## config.mk

```make
export PLATFORM = sky130hd
export DESIGN_NAME = control
export DESIGN_NICKNAME = d
export VERILOG_FILES = /design/src/verilog/seq_pkg.sv /design/src/verilog/control.sv /design/src/verilog/control_sequencer.sv /design/src/verilog/exception_regs.sv /design/src/verilog/branch_cond.sv /design/src/verilog/instr_decoder.sv
export VERILOG_INCLUDE_DIRS = /design/src /design/src/include
export SDC_FILE = /design/constraint.sdc
export NUM_CORES = 1
export LEC_CHECK = 0
export BUFFER_PORTS_ARGS = -buffer_cell sky130_fd_sc_hd__buf_2
export CELL_PAD_IN_SITES_DETAIL_PLACEMENT = 0
export CELL_PAD_IN_SITES_GLOBAL_PLACEMENT = 1
export CORE_ASPECT_RATIO = 0.9
export CORE_MARGIN = 3
export CORE_UTILIZATION = 31
export DETAILED_ROUTE_END_ITERATION = 7
export PLACE_DENSITY_LB_ADDON = 0.1
export SYNTH_ARGS = -nofsm -noshare
export SYNTH_HDL_FRONTEND = slang
export SYNTH_SLANG_ARGS = --single-unit
```

## constraint.sdc

```tcl
create_clock -name clock -period 6.5 [get_ports clock]
set_clock_uncertainty 0.05 [all_clocks]
set_input_delay 0.65 -clock clock [delete_from_list [all_inputs] [get_ports clock]]
set_output_delay 0.65 -clock clock [all_outputs]
set_load 0.05 [all_outputs]
```

## src/include/seq_consts.svh

```systemverilog
`ifndef SEQ_CONSTS_SVH
`define SEQ_CONSTS_SVH

// datapath widths
`define WORD_W      32
`define REG_ADDR_W  4
`define STEP_W      3
`define CCR_W       4
`define CAUSE_W     4

// select-code widths
`define ALU_FUNC_W  3
`define ALU2SEL_W   3
`define REGSEL_W    4
`define MDRSEL_W    3
`define MARSEL_W    2
`define PCSEL_W     3

`define ALU_ADD     3'd2
`define ALU_SUB     3'd3

`define ALU2_REG    3'd0  // second read port
`define ALU2_SVAL   3'd1  // signed immediate
`define ALU2_ONE    3'd2
`define ALU2_FOUR   3'd4

`define REGSEL_ALU  4'd0
`define REGSEL_MDR  4'd1
`define REGSEL_NEG  4'd2
`define REGSEL_COM  4'd3
`define REGSEL_RB   4'd4
`define REGSEL_UIMM 4'd6  // zero-extended 16-bit immediate

`define MDR_BUS     3'd1
`define MDR_REG     3'd3
`define MDR_PC      3'd6

`define MAR_BUS     2'd1
`define MAR_ALU     2'd2
`define MAR_SP      2'd3

`define PC_HOLD     3'd0
`define PC_INC      3'd1
`define PC_MAR      3'd2
`define PC_REL      3'd3
`define PC_VECTOR   3'd5

`define REG_SP      4'd15

`define EXC_RESET   4'd0
`define EXC_BAD_OP  4'd3

`endif
```

## src/verilog/seq_pkg.sv

```systemverilog
package seq_pkg;

  typedef enum logic [1:0] {
    state_reset,
    state_exception,
    state_fetch_ir,
    state_eval_ir
  } state_t;

  // addressing mode, ir[31:30]
  typedef enum logic [1:0] {
    mode_reg    = 2'd0,
    mode_regind = 2'd1,
    mode_imm    = 2'd2,
    mode_dir    = 2'd3
  } mode_t;

  typedef enum logic [4:0] {
    class_nop,
    class_rti,
    class_inc,
    class_dec,
    class_cmp,
    class_mov,
    class_com,
    class_neg,
    class_cli,
    class_sti,
    class_alu_rr,  // ra <= rb op rc
    class_branch,
    class_ldiu,
    class_ld_l,
    class_st_l,
    class_trap,
    class_illegal
  } instr_class_t;

endpackage

```

## src/verilog/control.sv

```systemverilog
`timescale 1ns/1ps
`include "seq_consts.svh"

module control (
  input  logic                   clock,
  input  logic                   reset_n,
  input  logic [`WORD_W-1:0]     ir,
  input  logic [`CCR_W-1:0]      ccr,
  input  logic                   bus_wait,
  input  logic [2:0]             interrupt,
  output logic                   ir_write,
  output logic                   ccr_write,
  output logic [`ALU_FUNC_W-1:0] alu_func,
  output logic [`ALU2SEL_W-1:0]  alu2sel,
  output logic [`REGSEL_W-1:0]   regsel,
  output logic [`REG_ADDR_W-1:0] reg_read_addr1,
  output logic [`REG_ADDR_W-1:0] reg_read_addr2,
  output logic [`REG_ADDR_W-1:0] reg_write_addr,
  output logic                   reg_write,
  output logic [`MDRSEL_W-1:0]   mdrsel,
  output logic [`MARSEL_W-1:0]   marsel,
  output logic [`PCSEL_W-1:0]    pcsel,
  output logic                   addrsel,
  output logic                   bus_read,
  output logic                   bus_write,
  output logic                   int_en,
  output logic [`CAUSE_W-1:0]    exception
);

  seq_pkg::instr_class_t instr_class;
  logic [`REG_ADDR_W-1:0] ra, rb, rc;
  logic [`ALU_FUNC_W-1:0] alu_op;
  logic [3:0]             cond_code;
  logic [2:0]             trap_num;
  logic                   taken;
  logic                   irq_pending, irq_accept;
  logic                   cause_load;
  logic [`CAUSE_W-1:0]    cause_value;
  logic                   int_set, int_clear, rti_restore;

  instr_decoder u_decoder (
    .ir(ir), .instr_class(instr_class), .ra(ra), .rb(rb), .rc(rc),
    .alu_op(alu_op), .cond_code(cond_code), .trap_num(trap_num)
  );

  branch_cond u_branch_cond (.cond_code(cond_code), .ccr(ccr), .taken(taken));

  exception_regs u_exception_regs (
    .clock(clock), .reset_n(reset_n), .interrupt(interrupt),
    .irq_accept(irq_accept), .cause_load(cause_load), .cause_value(cause_value),
    .int_set(int_set), .int_clear(int_clear), .rti_restore(rti_restore),
    .irq_pending(irq_pending), .int_en(int_en), .exception(exception)
  );

  control_sequencer u_sequencer (
    .clock(clock), .reset_n(reset_n), .instr_class(instr_class),
    .ra(ra), .rb(rb), .rc(rc), .alu_op(alu_op), .trap_num(trap_num),
    .taken(taken), .irq_pending(irq_pending), .exception(exception),
    .bus_wait(bus_wait), .ir_write(ir_write), .ccr_write(ccr_write),
    .alu_func(alu_func), .alu2sel(alu2sel), .regsel(regsel),
    .reg_read_addr1(reg_read_addr1), .reg_read_addr2(reg_read_addr2),
    .reg_write_addr(reg_write_addr), .reg_write(reg_write),
    .mdrsel(mdrsel), .marsel(marsel), .pcsel(pcsel), .addrsel(addrsel),
    .bus_read(bus_read), .bus_write(bus_write),
    .irq_accept(irq_accept), .cause_load(cause_load), .cause_value(cause_value),
    .int_set(int_set), .int_clear(int_clear), .rti_restore(rti_restore)
  );

endmodule

```

## src/verilog/control_sequencer.sv

```systemverilog
`timescale 1ns/1ps
`include "seq_consts.svh"

module control_sequencer (
  input  logic                   clock,
  input  logic                   reset_n,
  input  seq_pkg::instr_class_t  instr_class,
  input  logic [`REG_ADDR_W-1:0] ra,
  input  logic [`REG_ADDR_W-1:0] rb,
  input  logic [`REG_ADDR_W-1:0] rc,
  input  logic [`ALU_FUNC_W-1:0] alu_op,
  input  logic [2:0]             trap_num,
  input  logic                   taken,
  input  logic                   irq_pending,
  input  logic [`CAUSE_W-1:0]    exception,
  input  logic                   bus_wait,
  output logic                   ir_write,
  output logic                   ccr_write,
  output logic [`ALU_FUNC_W-1:0] alu_func,
  output logic [`ALU2SEL_W-1:0]  alu2sel,
  output logic [`REGSEL_W-1:0]   regsel,
  output logic [`REG_ADDR_W-1:0] reg_read_addr1,
  output logic [`REG_ADDR_W-1:0] reg_read_addr2,
  output logic [`REG_ADDR_W-1:0] reg_write_addr,
  output logic                   reg_write,
  output logic [`MDRSEL_W-1:0]   mdrsel,
  output logic [`MARSEL_W-1:0]   marsel,
  output logic [`PCSEL_W-1:0]    pcsel,
  output logic                   addrsel,
  output logic                   bus_read,
  output logic                   bus_write,
  output logic                   irq_accept,
  output logic                   cause_load,
  output logic [`CAUSE_W-1:0]    cause_value,
  output logic                   int_set,
  output logic                   int_clear,
  output logic                   rti_restore
);

  seq_pkg::state_t state, state_next;
  logic [`STEP_W-1:0] step, step_next;
  logic is_load;

  assign is_load = (instr_class == seq_pkg::class_ld_l);

  always_ff @(posedge clock or negedge reset_n) begin
    if (!reset_n) begin
      state <= seq_pkg::state_reset;
      step  <= '0;
    end else begin
      state <= state_next;
      step  <= step_next;
    end
  end

  always_comb begin
    state_next     = state;
    step_next      = step;
    ir_write       = 1'b0;
    ccr_write      = 1'b0;
    alu_func       = `ALU_ADD;
    alu2sel        = `ALU2_REG;
    regsel         = `REGSEL_ALU;
    reg_read_addr1 = ra;
    reg_read_addr2 = rb;
    reg_write_addr = ra;
    reg_write      = 1'b0;
    mdrsel         = '0;
    marsel         = '0;
    pcsel          = `PC_HOLD;
    addrsel        = 1'b0;  // PC drives the address bus
    bus_read       = 1'b0;
    bus_write      = 1'b0;
    irq_accept     = 1'b0;
    cause_load     = 1'b0;
    cause_value    = `EXC_BAD_OP;
    int_set        = 1'b0;
    int_clear      = 1'b0;
    rti_restore    = 1'b0;

    case (state)
      seq_pkg::state_reset: begin
        cause_load  = 1'b1;
        cause_value = `EXC_RESET;
        state_next  = seq_pkg::state_exception;
      end
      seq_pkg::state_exception: begin
        case (step)
          3'd0: begin
            if (exception == `EXC_RESET) begin
              step_next = 3'd3;  // nothing to push after reset
            end else begin
              alu2sel        = `ALU2_FOUR;  // SP - 4
              alu_func       = `ALU_SUB;
              reg_read_addr1 = `REG_SP;
              mdrsel         = `MDR_PC;
              step_next      = 3'd1;
            end
          end
          3'd1: begin
            marsel         = `MAR_ALU;
            reg_write_addr = `REG_SP;
            reg_write      = 1'b1;
            addrsel        = 1'b1;
            bus_write      = 1'b1;
            step_next      = 3'd2;
          end
          3'd2: begin
            addrsel   = 1'b1;
            bus_write = 1'b1;
            if (!bus_wait)
              step_next = 3'd3;
          end
          3'd3: begin
            pcsel     = `PC_VECTOR;  // vector address from cause
            step_next = 3'd4;
          end
          3'd4: begin
            bus_read = 1'b1;
            if (!bus_wait)
              step_next = 3'd5;
          end
          3'd5: begin
            bus_read  = 1'b1;
            marsel    = `MAR_BUS;  // handler address
            step_next = 3'd6;
          end
          default: begin
            pcsel      = `PC_MAR;
            state_next = seq_pkg::state_fetch_ir;
          end
        endcase
      end
      seq_pkg::state_fetch_ir: begin
        case (step)
          3'd0: begin
            bus_read = 1'b1;
            if (irq_pending) begin
              irq_accept = 1'b1;
              state_next = seq_pkg::state_exception;
            end else if (!bus_wait) begin
              step_next = 3'd1;
            end
          end
          3'd1: begin
            bus_read  = 1'b1;
            ir_write  = 1'b1;
            step_next = 3'd2;
          end
          default: begin
            pcsel      = `PC_INC;
            state_next = seq_pkg::state_eval_ir;
          end
        endcase
      end
      default: begin
        state_next = seq_pkg::state_fetch_ir;  // single-cycle classes
        case (instr_class)
          seq_pkg::class_nop: ;
          seq_pkg::class_cmp: begin
            alu_func  = `ALU_SUB;
            ccr_write = 1'b1;
          end
          seq_pkg::class_mov, seq_pkg::class_com, seq_pkg::class_neg: begin
            reg_write = 1'b1;
            if (instr_class == seq_pkg::class_mov)
              regsel = `REGSEL_RB;
            else if (instr_class == seq_pkg::class_com)
              regsel = `REGSEL_COM;
            else
              regsel = `REGSEL_NEG;
          end
          seq_pkg::class_cli: int_clear = 1'b1;
          seq_pkg::class_sti: int_set = 1'b1;
          seq_pkg::class_branch: begin
            if (taken)
              pcsel = `PC_REL;
          end
          seq_pkg::class_ldiu: begin
            regsel    = `REGSEL_UIMM;
            reg_write = 1'b1;
          end
          seq_pkg::class_inc, seq_pkg::class_dec, seq_pkg::class_alu_rr: begin
            if (instr_class == seq_pkg::class_alu_rr) begin
              alu_func       = alu_op;
              reg_read_addr1 = rb;
              reg_read_addr2 = rc;
            end else begin
              alu2sel  = `ALU2_ONE;
              alu_func = (instr_class == seq_pkg::class_dec) ? `ALU_SUB : `ALU_ADD;
            end
            if (step == 3'd0) begin
              state_next = state;  // let the ALU result settle
              step_next  = 3'd1;
            end else begin
              reg_write = 1'b1;
            end
          end
          seq_pkg::class_ld_l, seq_pkg::class_st_l: begin
            addrsel = 1'b1;  // MAR
            if (step != 3'd3)
              state_next = state;
            case (step)
              3'd0: begin
                reg_read_addr1 = rb;
                alu2sel        = `ALU2_SVAL;  // rb + offset
                step_next      = 3'd1;
              end
              3'd1: begin
                marsel    = `MAR_ALU;
                mdrsel    = is_load ? mdrsel : `MDR_REG;
                step_next = 3'd2;
              end
              3'd2: begin
                bus_read  = is_load;
                bus_write = !is_load;
                mdrsel    = is_load ? `MDR_BUS : mdrsel;
                if (!bus_wait)
                  step_next = 3'd3;
              end
              default: begin
                regsel    = `REGSEL_MDR;
                reg_write = is_load;
              end
            endcase
          end
          seq_pkg::class_rti: begin
            if (step != 3'd3)
              state_next = state;
            case (step)
              3'd0: begin
                rti_restore    = 1'b1;
                reg_read_addr1 = `REG_SP;
                marsel         = `MAR_SP;
                step_next      = 3'd1;
              end
              3'd1: begin
                addrsel  = 1'b1;
                bus_read = 1'b1;
                if (!bus_wait)
                  step_next = 3'd2;
              end
              3'd2: begin
                addrsel        = 1'b1;
                bus_read       = 1'b1;
                marsel         = `MAR_BUS;  // return address
                alu2sel        = `ALU2_FOUR;
                reg_read_addr1 = `REG_SP;
                step_next      = 3'd3;
              end
              default: begin
                pcsel          = `PC_MAR;
                reg_write_addr = `REG_SP;  // SP + 4
                reg_write      = 1'b1;
              end
            endcase
          end
          seq_pkg::class_trap: begin
            cause_load  = 1'b1;
            cause_value = {1'b1, trap_num};  // software causes 8..15
            state_next  = seq_pkg::state_exception;
          end
          default: begin
            cause_load = 1'b1;  // bad opcode
            state_next = seq_pkg::state_exception;
          end
        endcase
      end
    endcase

    // every state change starts again at step 0
    if (state_next != state)
      step_next = '0;
  end

endmodule

```

## src/verilog/exception_regs.sv

```systemverilog
`timescale 1ns/1ps
`include "seq_consts.svh"

module exception_regs (
  input  logic                clock,
  input  logic                reset_n,
  input  logic [2:0]          interrupt,
  input  logic                irq_accept,
  input  logic                cause_load,
  input  logic [`CAUSE_W-1:0] cause_value,
  input  logic                int_set,
  input  logic                int_clear,
  input  logic                rti_restore,
  output logic                irq_pending,
  output logic                int_en,
  output logic [`CAUSE_W-1:0] exception
);

  assign irq_pending = (|interrupt) & int_en;

  always_ff @(posedge clock or negedge reset_n) begin
    if (!reset_n) begin
      int_en    <= 1'b0;
      exception <= `EXC_RESET;
    end else if (irq_accept) begin
      exception <= {1'b0, interrupt};  // hardware causes 1..7
      int_en    <= 1'b0;
    end else if (rti_restore) begin
      exception <= `EXC_RESET;
      int_en    <= 1'b1;
    end else begin
      if (cause_load)
        exception <= cause_value;
      if (int_set)
        int_en <= 1'b1;
      else if (int_clear)
        int_en <= 1'b0;
    end
  end

endmodule

```

## src/verilog/branch_cond.sv

```systemverilog
`timescale 1ns/1ps
`include "seq_consts.svh"

module branch_cond (
  input  logic [3:0]        cond_code,
  input  logic [`CCR_W-1:0] ccr,
  output logic              taken
);

  logic carry, negative, overflow, zero;
  logic lt;  // signed less-than

  assign {carry, negative, overflow, zero} = ccr;
  assign lt = negative ^ overflow;

  always_comb begin
    case (cond_code)
      4'h0:    taken = 1'b1;           // bra
      4'h1:    taken = zero;           // beq
      4'h2:    taken = ~zero;          // bne
      4'h3:    taken = ~(zero | carry);  // bgtu
      4'h4:    taken = ~(zero | lt);   // bgt
      4'h5:    taken = ~lt;            // bge
      4'h6:    taken = zero | lt;      // ble
      4'h7:    taken = lt;             // blt
      4'h8:    taken = ~carry;         // bgeu
      4'h9:    taken = carry;          // bltu
      4'ha:    taken = carry | zero;   // bleu
      default: taken = 1'b0;           // brn, ldiu and unused codes
    endcase
  end

endmodule

```

## src/verilog/instr_decoder.sv

```systemverilog
`timescale 1ns/1ps
`include "seq_consts.svh"

module instr_decoder (
  input  logic [`WORD_W-1:0]      ir,
  output seq_pkg::instr_class_t   instr_class,
  output logic [`REG_ADDR_W-1:0]  ra,
  output logic [`REG_ADDR_W-1:0]  rb,
  output logic [`REG_ADDR_W-1:0]  rc,
  output logic [`ALU_FUNC_W-1:0]  alu_op,
  output logic [3:0]              cond_code,
  output logic [2:0]              trap_num
);

  seq_pkg::mode_t mode;
  logic [6:0] op_reg;    // register mode opcode
  logic [3:0] op_short;  // register-indirect and immediate opcode
  logic [5:0] op_dir;    // direct mode opcode

  assign mode     = seq_pkg::mode_t'(ir[31:30]);
  assign op_reg   = ir[29:23];
  assign op_short = ir[29:26];
  assign op_dir   = ir[29:24];

  assign ra        = ir[19:16];
  assign rb        = ir[15:12];
  assign rc        = ir[11:8];
  assign alu_op    = op_reg[2:0];
  assign cond_code = op_short;
  assign trap_num  = ir[2:0];

  always_comb begin
    instr_class = seq_pkg::class_illegal;
    case (mode)
      seq_pkg::mode_reg: begin
        case (op_reg) inside
          7'h00:          instr_class = seq_pkg::class_nop;
          7'h02:          instr_class = seq_pkg::class_rti;
          7'h03:          instr_class = seq_pkg::class_inc;
          7'h04:          instr_class = seq_pkg::class_dec;
          7'h09:          instr_class = seq_pkg::class_cmp;
          7'h0a:          instr_class = seq_pkg::class_mov;
          7'h0b:          instr_class = seq_pkg::class_com;
          7'h0c:          instr_class = seq_pkg::class_neg;
          7'h14:          instr_class = seq_pkg::class_cli;
          7'h15:          instr_class = seq_pkg::class_sti;
          [7'h20:7'h2f]:  instr_class = seq_pkg::class_alu_rr;
          default:        instr_class = seq_pkg::class_illegal;
        endcase
      end
      seq_pkg::mode_regind: begin
        if (op_short == 4'h0)
          instr_class = seq_pkg::class_st_l;
        else if (op_short == 4'h1)
          instr_class = seq_pkg::class_ld_l;
      end
      seq_pkg::mode_imm: begin
        if (op_short <= 4'hb)
          instr_class = seq_pkg::class_branch;  // bra .. brn
        else if (op_short == 4'hc)
          instr_class = seq_pkg::class_ldiu;
      end
      default: begin
        if (op_dir == 6'h32)
          instr_class = seq_pkg::class_trap;  // only direct op left
      end
    endcase
  end

endmodule

```

==> flow_summary.json <==
{
  "dr.pass1.iters": 5,
  "async_reset_ff_share_pct": 100,
  "cp.arrival_ps": 3640,
  "cts_setup_buffers": 0,
  "root_buffer": "clkbuf_8",
  "synth_top_area_share_pct": 10.4,
  "drv_cap": 0,
  "htree_levels": 1,
  "required_ps": 5800,
  "p_leak_uw": 0.00122,
  "grt.overflow.total": 0,
  "finalWorstSetupSlack_ps": 2160,
  "tns_ps": 0,
  "cts.sink_count": 10,
  "worstMarginPinSlew_ps": 861,
  "port_buffers": 73,
  "avgSynthCellArea_sq_um": 6.61,
  "fmax_mhz": 230,
  "insertedDiodeCount": 0,
  "tritoncts": "yes",
  "die_x_um": 99.0,
  "ys.flop_type": "dfrtp_1",
  "grt_pass1_vias": 2742,
  "peakVddDrop_v": 0.000171,
  "areaGrowthSynthToFinish_pct": 17.9,
  "post-place-ws_ps": 2190,
  "grt_use_total_pct": 19.8,
  "finalCriticalPeriod_ps": 4340,
  "rows": 29,
  "num-fill-cells": 809,
  "io_pins": 83,
  "finalSetupViolations": 0,
  "synth_cells": 365,
  "ctsResizeCount": 0,
  "nNetsFinal": 466,
  "yosysSeqAreaShare_pct": 10.4,
  "dieArea_sq_um": 8870,
  "cp-end-kind": "output pin",
  "grt_pass1_wl_um": 14600,
  "cts_buffers": 3,
  "syn-num-nets": 412,
  "vias": 2944,
  "post-route-util_pct": 39.0,
  "crit_type": "input pin to output pin",
  "fin_crit_sh_pct": 66.8,
  "drc": 0,
  "min_path_type": "input pin to async pin",
  "drive_above_1_share_pct": 25.1,
  "worstSetupStartpointType": "input pin",
  "clock_latency_ps": 230,
  "slew_headroom_pct": 41.7,
  "gp_congestion": 0.872,
  "core_area_sq_um": 7290,
  "final_cell_mix": "buf_2, nor2_1, a21oi_1, nand2_1, o21ai_0",
  "routed_wl_um": 8850,
  "synthTopCellsByArea": "dfrtp_1, a21oi_1, nor2_1",
  "fp.dieH_um": 89.7,
  "final_common_cell": "buf_2",
  "antenna_found_initial": 0,
  "grt_max_degree": 22,
  "hpwl_um": 6970,
  "ctsHoldBuffers": 0,
  "status": "finished, final reports clean",
  "drv_slew": 0,
  "ys_warn_count": 0,
  "wl_per_cell_um": 17.3,
  "path_clk_slew_ps": 50,
  "power_density_nw_per_um2": 379,
  "rsz0062_at_grt": "false",
  "hold_violations": 0,
  "avgViaCountPerCell": 5.76,
  "power_uw": 1080,
  "cp_max_fo": 16,
  "drt_iter0_markers": 148,
  "synth_seq_cells": 10,
  "clockBufferDepth": 2,
  "ant_nets": 0,
  "yosysTopAreaCell": "dfrtp_1",
  "synth_edf_count": 0,
  "syn-cell-area_sq_um": 2410,
  "initial_core_util_pct": 33.1,
  "yosysUniqueCellTypes": 82
}
-- cells in the mapped netlist (5+ instances only) --
cell / instances
and2_1: 6
o21a_1: 8
buf_2: 6
a21oi_1: 38
nor3_1: 13
nand3_1: 7
mux2_2: 5
dfrtp_1: 10
nand2_1: 36
ha_1: 5
and3_1: 7
or3_1: 5
nor2b_1: 7
inv_1: 12
o22ai_1: 6
clkbuf_1: 16
o21ai_0: 30
nor2_1: 44
-- layer usage --
layer / up-vias / track usage (%) / routed length (um)
met2: 88 / 31.0 / 3790
li1: 1472 / - / -
met5: - / 0 / 0
met1: 1384 / 30.3 / 4530
met4: 0 / 0.744 / 0
met3: 0 / 2.78 / 525
-- path summary, 6_finish.rpt --
path,from,to,slack (ps),cells past startpoint
min in group clock,u_exception_regs.exception[0]$_DFFE_PN0P_,u_exception_regs.exception[0]$_DFFE_PN0P_,470,1
max in group asynchronous,reset_n,u_exception_regs.int_en$_DFFE_PN0P_,5990,1
worst max register to register,u_sequencer.step[2]$_DFFE_PN0P_,u_sequencer.step[0]$_DFFE_PN0P_,3560,8
worst min-delay path,reset_n,u_sequencer.step[1]$_DFFE_PN0P_,220,1
worst max-delay path,ir[29],reg_read_addr1[3],2160,11
worst min register to register,u_exception_regs.exception[0]$_DFFE_PN0P_,u_exception_regs.exception[0]$_DFFE_PN0P_,470,1
-- area by class of cell --
class | count | area [sq um] | area share (%)
Sequential cell | 10 | 250 | 8.80
Inverter | 12 | 45.0 | 1.58
Timing Repair Buffer | 73 | 365 | 12.9
Clock buffer | 4 | 55.1 | 1.94
Tap cell | 93 | 116 | 4.09
Multi-Input combinational cell | 319 | 2010 | 70.7
-- through the flow --
| stage | hold WS, ps | instance area, sq um | instances |
|---|---|---|---|
| 4_1_cts | 220 | 2840 | 511 |
| 3_3_place_gp | 467 | 2790 | 507 |
| 5_1_grt | 225 | 2840 | 511 |
| 2_1_floorplan | 304 | 2410 | 365 |
| 6_report | 218 | 2840 | 511 |
| 3_5_place_dp | 458 | 2790 | 507 |
-- registers in the layout, indices dropped and copies added, names as in the netlist --
| signal | cells |
|---|---|
| u_exception_regs.int_en | 1 |
| u_sequencer.step | 3 |
| u_sequencer.state | 2 |
| u_exception_regs.exception | 4 |
-- kinds of logic (layout without fill, tap and decap cells) --
kind of cell    after synthesis  in the layout  share of synthesized area [%]
compound gates              139            139                           40.3
fa+ha+maj                     6              6                           3.01
mux                          11             11                           4.93
other cells                   1              1                          0.156
simple gates                160            160                           34.3
xor+xnor                      2              2                          0.727
flops                        10             10                           10.4
buf+inv                      36             89                           6.23
-- report_power, final --
part	total, uW	switching [uW]	internal, uW
registers	120	38.1	82.2
clock network	76.9	23.7	53.2
logic	880	621	259
total	1080	683	394
-- critical path, cell delays in order --
cell and delay [ps]:
buf_2 190, o41ai_1 580, o31a_1 290, a2bb2oi_2 200, nand4_1 290, nor3_2 440, nor3_1 110, a21oi_2 270
o21ai_1 110, a211o_1 300, buf_2 210
(Power assumes the default switching activity.)
